<file path="src/neoIoPkg.sv">
`default_nettype none

package neoIoPkg;

	// Wishbone classic request, word wide
	// adr holds byte address bits 23 to 1
	// sel[1] is the upper byte at the even address, sel[0] the lower byte at the odd one
	typedef struct packed {
		logic        cyc;
		logic        stb;
		logic        we;
		logic [22:0] adr;
		logic [1:0]  sel;
		logic [15:0] dat;
	} wbReq;

	// Wishbone classic response
	typedef struct packed {
		logic [15:0] dat;
		logic        ack;
	} wbRsp;

	// Board inputs seen through the read ports
	typedef struct packed {
		logic [9:0] p1In;
		logic [9:0] p2In;
		logic [7:0] dipSw;
		logic       testBtn;
		// STATUS_A content
		logic [7:0] coinIn;
		logic [7:0] soundReply;
		logic [1:0] cardDet;
	} ioInputs;

	// Zones of the system I/O area
	typedef enum logic [2:0] {
		zP1,
		zSound,
		zP2,
		zStatB,
		zSysLatch,
		zLspc,
		zNone
	} ioZone;

	// Address bits 23 to 17 of each zone
	localparam logic [6:0] zone30 = 7'h18;
	localparam logic [6:0] zone32 = 7'h19;
	// P2 also answers at 0x1B
	localparam logic [6:0] zone34 = 7'h1A;
	localparam logic [6:0] zone38 = 7'h1C;
	localparam logic [6:0] zone3A = 7'h1D;
	localparam logic [6:0] zone3C = 7'h1E;

	// Decoded access handed to the register blocks
	typedef struct packed {
		ioZone      zone;
		logic       rd;
		// One-cycle strobe, lower byte write
		logic       wrLo;
		// Address bits 4 to 1
		logic [3:0] sub;
		// Address bits 6 to 4
		logic [2:0] fn;
		logic       a7;
		logic [7:0] datLo;
	} ioSel;

	// System latch flags, shadow in bit 0 up to palBnk in bit 7
	typedef struct packed {
		logic palBnk;
		logic nSramLock;
		logic nSystem;
		logic nRegEn;
		logic cardWenB;
		logic nCardWen;
		logic nVec;
		logic shadow;
	} sysFlags;

	// MVS board type bit in STATUS_B
	localparam logic boardMvs = 1'b1;

endpackage

`default_nettype wire

</file>
<file path="src/coinCounter.sv">
`timescale 1ns/1ps
`default_nettype none

module coinCounter (
	input  wire logic           clk24M,
	input  wire logic           arstN,
	input  wire neoIoPkg::ioSel sel,
	output logic [1:0]          counter,
	output logic [1:0]          lockout
);

	import neoIoPkg::*;

	logic coinWr;
	logic level;

	// Function codes 6 and 7, i.e. A6 and A5 both set
	assign coinWr = sel.wrLo & (sel.zone == zStatB) & (sel.fn[2:1] == 2'b11);

	// A4 picks set or reset, the data byte is ignored
	assign level = sel.sub[3];

	always_ff @(posedge clk24M or negedge arstN) begin
		if (!arstN) begin
			counter <= '0;
			lockout <= '0;
		end else if (coinWr) begin
			// A2 and A1 pick the target
			case (sel.sub[1:0])
				2'd0: begin
					counter[0] <= level;
				end
				2'd1: begin
					counter[1] <= level;
				end
				2'd2: begin
					lockout[0] <= level;
				end
				default: begin
					lockout[1] <= level;
				end
			endcase
		end
	end

endmodule

`default_nettype wire

</file>
<file path="src/inputPorts.sv">
`timescale 1ns/1ps
`default_nettype none

module inputPorts (
	input  wire logic            clk24M,
	input  wire logic            arstN,
	input  wire neoIoPkg::ioSel  sel,
	input  wire neoIoPkg::ioInputs inputs,
	output logic [15:0]          rdData
);

	import neoIoPkg::*;

	logic [7:0]  statusB;
	logic [7:0]  p1Lo;
	logic [15:0] rdWord;

	// STATUS_B, test button down to card detect
	assign statusB = {
		inputs.testBtn,
		boardMvs,
		inputs.p2In[9:8],
		inputs.p1In[9:8],
		inputs.cardDet
	};

	// Lower byte at 0x30 splits on A7
	// DIP switches below, test button alone above
	assign p1Lo = sel.a7 ? {inputs.testBtn, 7'h7F} : inputs.dipSw;

	// Word per zone, upper byte first
	always_comb begin
		case (sel.zone)
			zP1: begin
				rdWord = {inputs.p1In[7:0], p1Lo};
			end
			zSound: begin
				rdWord = {inputs.soundReply, inputs.coinIn};
			end
			zP2: begin
				rdWord = {inputs.p2In[7:0], 8'hFF};
			end
			zStatB: begin
				rdWord = {statusB, 8'hFF};
			end
			// Latches and LSPC give nothing back here
			default: begin
				rdWord = 16'hFFFF;
			end
		endcase
	end

	// Captured on the edge that raises ack
	always_ff @(posedge clk24M or negedge arstN) begin
		if (!arstN) begin
			rdData <= 16'hFFFF;
		end else if (sel.rd) begin
			rdData <= rdWord;
		end
	end

endmodule

`default_nettype wire

</file>
<file path="src/ioDecode.sv">
`timescale 1ns/1ps
`default_nettype none

module ioDecode (
	input  wire logic           clk24M,
	input  wire logic           arstN,
	input  wire neoIoPkg::wbReq req,
	output neoIoPkg::ioSel      sel,
	output logic                ack
);

	import neoIoPkg::*;

	ioZone zoneDec;
	logic  xfer;

	// Cycle presented and not yet answered
	assign xfer = req.cyc & req.stb & ~ack;

	// Zone match on A23 to A17
	always_comb begin
		case (req.adr[22:16])
			zone30: begin
				zoneDec = zP1;
			end
			zone32: begin
				zoneDec = zSound;
			end
			// P2 mask is loose, 0x34 and 0x36 both hit
			zone34, zone34 | 7'h01: begin
				zoneDec = zP2;
			end
			zone38: begin
				zoneDec = zStatB;
			end
			zone3A: begin
				zoneDec = zSysLatch;
			end
			zone3C: begin
				zoneDec = zLspc;
			end
			default: begin
				zoneDec = zNone;
			end
		endcase
	end

	// Select bundle for the register blocks
	always_comb begin
		sel.zone  = zoneDec;
		// Read strobe, first cycle only
		sel.rd    = xfer & ~req.we;
		// Write strobe, lower byte lane only
		sel.wrLo  = xfer & req.we & req.sel[0];
		sel.sub   = req.adr[3:0];
		sel.fn    = req.adr[5:3];
		sel.a7    = req.adr[6];
		sel.datLo = req.dat[7:0];
	end

	// Single ack register
	// High for one cycle, then low again even if stb stays up
	always_ff @(posedge clk24M or negedge arstN) begin
		if (!arstN) begin
			ack <= 1'b0;
		end else begin
			ack <= xfer;
		end
	end

endmodule

`default_nettype wire

</file>
<file path="src/neoIoTop.sv">
`timescale 1ns/1ps
`default_nettype none

module neoIoTop #(
	// Cartridge slots on the board, 1, 2, 4 or 6
	parameter int slotCount = 6
) (
	input  wire logic              clk24M,
	input  wire logic              arstN,
	input  wire neoIoPkg::wbReq    req,
	output neoIoPkg::wbRsp         rsp,
	input  wire neoIoPkg::ioInputs inputs,
	output logic [2:0]             p1Out,
	output logic [2:0]             p2Out,
	output logic [2:0]             crdBank,
	output logic [5:0]             nSlot,
	output logic [2:0]             rtcCtrl,
	output logic [2:0]             elOut,
	output logic [7:0]             ledOut1,
	output logic [7:0]             ledOut2,
	output logic [1:0]             counter,
	output logic [1:0]             lockout,
	output neoIoPkg::sysFlags      flags
);

	import neoIoPkg::*;

	// Decoded access, shared by all register blocks
	ioSel ioSelBus;

	// Bus slave and zone decode
	ioDecode dec0 (
		.clk24M (clk24M),
		.arstN  (arstN),
		.req    (req),
		.sel    (ioSelBus),
		.ack    (rsp.ack)
	);

	// Read side
	inputPorts inp0 (
		.clk24M (clk24M),
		.arstN  (arstN),
		.sel    (ioSelBus),
		.inputs (inputs),
		.rdData (rsp.dat)
	);

	// 0x38 write registers
	outputLatches #(
		.slotCount (slotCount)
	) outl0 (
		.clk24M  (clk24M),
		.arstN   (arstN),
		.sel     (ioSelBus),
		.p1Out   (p1Out),
		.p2Out   (p2Out),
		.crdBank (crdBank),
		.nSlot   (nSlot),
		.rtcCtrl (rtcCtrl),
		.elOut   (elOut),
		.ledOut1 (ledOut1),
		.ledOut2 (ledOut2)
	);

	// Coin counters and lockouts
	coinCounter coin0 (
		.clk24M  (clk24M),
		.arstN   (arstN),
		.sel     (ioSelBus),
		.counter (counter),
		.lockout (lockout)
	);

	// 0x3A flags
	systemLatch sysl0 (
		.clk24M (clk24M),
		.arstN  (arstN),
		.sel    (ioSelBus),
		.flags  (flags)
	);

endmodule

`default_nettype wire

</file>
<file path="src/outputLatches.sv">
`timescale 1ns/1ps
`default_nettype none

module outputLatches #(
	parameter int slotCount = 6
) (
	input  wire logic           clk24M,
	input  wire logic           arstN,
	input  wire neoIoPkg::ioSel sel,
	output logic [2:0]          p1Out,
	output logic [2:0]          p2Out,
	output logic [2:0]          crdBank,
	output logic [5:0]          nSlot,
	output logic [2:0]          rtcCtrl,
	output logic [2:0]          elOut,
	output logic [7:0]          ledOut1,
	output logic [7:0]          ledOut2
);

	import neoIoPkg::*;

	logic       wr38;
	logic [2:0] ledLatch;
	logic [7:0] ledData;
	logic [2:0] ledRise;
	logic [2:0] slotIdx;

	// Lower byte write into the 0x38 zone
	assign wr38 = sel.wrLo & (sel.zone == zStatB);

	// Latch bits going from low to high in this write
	assign ledRise = sel.datLo[5:3] & ~ledLatch;

	// Slot number folded onto the slots fitted
	assign slotIdx = 3'(sel.datLo[2:0] % slotCount);

	always_ff @(posedge clk24M or negedge arstN) begin
		if (!arstN) begin
			p1Out    <= '0;
			p2Out    <= '0;
			crdBank  <= '0;
			nSlot    <= 6'b111110;
			rtcCtrl  <= '0;
			ledLatch <= '0;
			ledData  <= '0;
			elOut    <= '0;
			ledOut1  <= '0;
			ledOut2  <= '0;
		end else if (wr38) begin
			case (sel.fn)
				// POUTPUT, both joypad output nibbles
				3'd0: begin
					p1Out <= sel.datLo[2:0];
					p2Out <= sel.datLo[5:3];
				end
				// CRDBANK
				3'd1: begin
					crdBank <= sel.datLo[2:0];
				end
				// SLOT, one low select line
				3'd2: begin
					nSlot <= ~(6'b000001 << slotIdx);
				end
				// LEDLATCHES, a rising bit clocks LEDDATA out
				3'd3: begin
					ledLatch <= sel.datLo[5:3];
					if (ledRise[0]) begin
						elOut <= ledData[2:0];
					end
					if (ledRise[1]) begin
						ledOut1 <= ledData;
					end
					if (ledRise[2]) begin
						ledOut2 <= ledData;
					end
				end
				// LEDDATA, held until a latch edge
				3'd4: begin
					ledData <= sel.datLo;
				end
				// RTCCTRL
				3'd5: begin
					rtcCtrl <= sel.datLo[2:0];
				end
				// Coin control lives in coinCounter
				default: begin
				end
			endcase
		end
	end

endmodule

`default_nettype wire

</file>
<file path="src/systemLatch.sv">
`timescale 1ns/1ps
`default_nettype none

module systemLatch (
	input  wire logic           clk24M,
	input  wire logic           arstN,
	input  wire neoIoPkg::ioSel sel,
	output neoIoPkg::sysFlags   flags
);

	import neoIoPkg::*;

	logic [7:0] flagBits;
	logic       latchWr;

	// Any lower byte write in the 0x3A zone
	assign latchWr = sel.wrLo & (sel.zone == zSysLatch);

	// Bit 0 lands on shadow, bit 7 on palBnk
	assign flags = flagBits;

	// Addressable latch
	// A3 to A1 pick the flag, A4 is the new value
	always_ff @(posedge clk24M or negedge arstN) begin
		if (!arstN) begin
			flagBits <= '0;
		end else if (latchWr) begin
			flagBits[sel.sub[2:0]] <= sel.sub[3];
		end
	end

endmodule

`default_nettype wire

</file>
<file path="config.mk">
export PLATFORM = sky130hd
export DESIGN_NAME = neoIoTop
export DESIGN_NICKNAME = d
export VERILOG_FILES = /design/src/neoIoPkg.sv /design/src/coinCounter.sv /design/src/inputPorts.sv /design/src/ioDecode.sv /design/src/neoIoTop.sv /design/src/outputLatches.sv /design/src/systemLatch.sv
export SDC_FILE = /design/constraint.sdc
export NUM_CORES = 1
export LEC_CHECK = 0
export ABC_AREA = 0
export BUFFER_PORTS_ARGS = -buffer_cell sky130_fd_sc_hd__buf_4
export CORE_MARGIN = 10
export CORE_UTILIZATION = 46
export CTS_BUF_LIST = sky130_fd_sc_hd__clkbuf_4 sky130_fd_sc_hd__clkbuf_8
export DETAILED_ROUTE_END_ITERATION = 7
export PLACE_DENSITY = 0.81
export SYNTH_ARGS = -nofsm -noshare
export SYNTH_HDL_FRONTEND = slang
export SYNTH_HIERARCHICAL = 1
export SYNTH_SLANG_ARGS = --single-unit
</file>
<file path="constraint.sdc">
create_clock -name clk24M -period 4.9 [get_ports clk24M]
set_input_delay 0 -clock clk24M [delete_from_list [all_inputs] [get_ports clk24M]]
set_output_delay 0 -clock clk24M [all_outputs]
set_load 0.03 [all_outputs]
</file>
==> run metrics <==
worst slew pin tran=0.961 ns; fillers=573; Synth top area share=37.6%; core area=0.00781 sq mm; RSZ-0062 raised after global routing=no; CP Buf/Inv Count=3; final setup fails=0; Die Wd=110 microns; postcts setup bufs=0; detailed-placement wirelength estimate=7410 microns; final worst-path cycle share=59.9%; WL/cell=19.6 microns; Synth top cells by count=dfrtp_1, mux2_2, dfstp_2, buf_4, nor2_1; clock-pin slew on the worst setup and hold paths=0.08 ns; Final nets=511; most numerous cell in the Yosys netlist=dfrtp_1; FF-to-FF End=outl0/ledData[5]; drt drc=0; IO buf count=140; Worst path most repeated cell=dlygate4sd3_1; num ports=159; Initial DRT Pass Iterations=4; Max stage delay cell, worst path=nor4b_4; H-tree levels=3; die area=0.0121 sq mm; vias post-DR=2,773; setup TNS=0 ns; FF-to-FF setup slack=2.45 ns; area delta synth->final=39.1%; Final Max Tran Viols=0; prevailing post-synth register cell=dfrtp_1; P_leak=2.51 nW; Post-synth EDFFs=0; clk sink count=77; root buffer cell=clkbuf_8; status=complete, no violations; GPL Wtd Cong=0.895; largest net degree at the start of global routing=78; Syn Std Cell Area=0.00372 sq mm; ANT nets after route=0; initial antenna violation count=0; first-pass GRT wire length=15,800 microns; global route total overflow=0; GRT Total Usage=16.7%; Via density=5.27; Fmax achieved=341 MHz; Rel. slew slack=36.0%; Reg2Reg Depth=5; CTS tree=done; Yosys reg bits=77; Hold Violations, Final=0; Synth area leader=dfrtp_1; Worst EP required=5.13 ns; Hold Path Origin=inputs[16]; number of CTS-inserted buffers=9; crit path kind=input pin to flip-flop; PwrDens=237 mW/mm^2; post-CTS sizing=0; startpoint types=input pin; Clock Skews=0.00910 ns; Finished Core Util=66.3%; Synth area leaders=dfrtp_1, dfstp_2, mux2_2, buf_4, mux4_2; VDD IR max=0.000181 V; crit path max fanout=9; fraction of final layout cells sized beyond drive strength 1=59.3%; Worst Setup End Kind=flip-flop; Ys Warns=6; crit path cell chain=dlygate4sd3_1, buf_4, nand2_1, dlygate4sd3_1, nor2_1, and3_1, nand4b_4, nor4b_4, mux2_2; Syn Nets=359; Syn Area/Cell=14.0 sq um; fin crit period=2.93 ns; r2r startpoint=dec0/ack; initial drt markers=81; Critical Path AT=3.17 ns; wirelength, routed=10,300 microns; register area share after synthesis=52.4%; worst hold path type=input pin to flip-flop; Synth async-reset ratio=100%; Worst Hold End=inp0/rdData[6]; CP top delay family=simple AND/OR/NAND/NOR gates; vias in the first global route=3,059; Clock Latency Late Sink=0.35 ns; CP max stage delay=0.70 ns; cell count after synthesis=266; Std-Cell Rows=32; Hold Path Stages=3; Initial Util=47.7%; max_cap viols=0; Die Y=110 microns; Netlist cell types=47; CTS max path bufs=2
-- worst max-delay path by stage --
stage             start               end  cells after the start
4_1_cts         req[42]    outl0/nSlot[0]                      9
3_5_place_dp    req[40]    outl0/nSlot[0]                      6
2_1_floorplan  dec0/ack    outl0/nSlot[0]                      6
3_3_place_gp    req[40]  outl0/ledData[4]                      6
5_1_grt         req[42]  outl0/ledData[1]                      9
6_report        req[42]  outl0/ledData[5]                      9
-- stage by stage --
stage | area [sq um] | cells | hold slack (ns) | setup WS [ns] | power, mW
2_1_floorplan | 3720 | 266 | -0.296 | 2.62 | 0.712
3_3_place_gp | 4750 | 484 | 0.196 | 2.18 | 0.774
3_5_place_dp | 4750 | 484 | 0.216 | 2.15 | 0.777
4_1_cts | 5180 | 525 | 0.00448 | 1.99 | 1.24
5_1_grt | 5180 | 525 | 0.0130 | 1.82 | 1.28
6_report | 5180 | 526 | 0.0146 | 1.97 | 1.23
-- per-layer routing --
layer | up-vias | share of wire (%) | global-route usage [%]
li1 | 1276 | - | -
met1 | 1362 | 37 | 18.8
met2 | 125 | 49 | 28.4
met3 | 10 | 13 | 6.67
met4 | 0 | 1.1 | 5.30
met5 | - | 0 | 0
-- power breakdown --
| group | total (mW) | switching (mW) | internal [mW] |
|---|---|---|---|
| sequential | 0.644 | 0.00254 | 0.642 |
| clock | 0.443 | 0.251 | 0.192 |
| combinational | 0.138 | 0.0637 | 0.0742 |
| total | 1.23 | 0.318 | 0.908 |
-- final cells by class --
cell class                 instances  area (sq um)  area share [%]
clock buffer                       9           124            2.39
antenna                            1          2.50          0.0483
inverter                           4          15.0           0.290
tap                              102           128            2.46
sequential                        77          1950            37.7
timing repair buffer             166          1310            25.3
multi-input combinational        160          1590            30.7
clock inverter                     7          57.6            1.11
-- registers in the layout (all words and copies together), names as in the netlist, 6 cells and up --
| signal | cells |
|---|---|
| inp0/rdData | 16 |
| outl0/ledData | 8 |
| outl0/ledOut2 | 8 |
| sysl0/flags | 8 |
| outl0/nSlot | 6 |
| outl0/ledOut1 | 8 |
-- cell usage in the layout, fill, tap and decap left out, types with 4 or more instances in the layout --
| cell | count |
|---|---|
| buf_4 | 141 |
| dfrtp_1 | 56 |
| mux2_2 | 45 |
| dlygate4sd3_1 | 25 |
| dfstp_2 | 21 |
| nor2_1 | 11 |
| clkbuf_8 | 9 |
| nand2_1 | 9 |
| mux2_1 | 9 |
| o22ai_1 | 8 |
| o22a_1 | 7 |
| a21oi_1 | 7 |
| mux2_4 | 6 |
| nand2b_1 | 5 |
| o21ai_0 | 5 |
| mux4_2 | 5 |
| inv_1 | 4 |
-- kinds of logic after synthesis --
| kind of cell | Yosys count | synth area share, % |
|---|---|---|
| XOR/XNOR | 2 | 0.470 |
| buffers and inverters | 29 | 4.97 |
| multiplexers | 68 | 23.4 |
| flip-flops | 77 | 52.4 |
| AO/OA/AOI/OAI | 30 | 5.27 |
| AND/OR/NAND/NOR | 60 | 13.4 |
-- what timing repair did --
| item | CTS | global route |
|---|---|---|
| hold buffers | 25 | 0 |
| endpoints found under the hold margin | 89 | 0 |
| setup endpoints to repair | 0 | 0 |
-- worst min-delay path: cells and delay by family --
family	cells	cell delay, ns
compound gates	2	0.23
buf+inv	1	0.08
No activity file was read; power rests on OpenSTA's default activity.
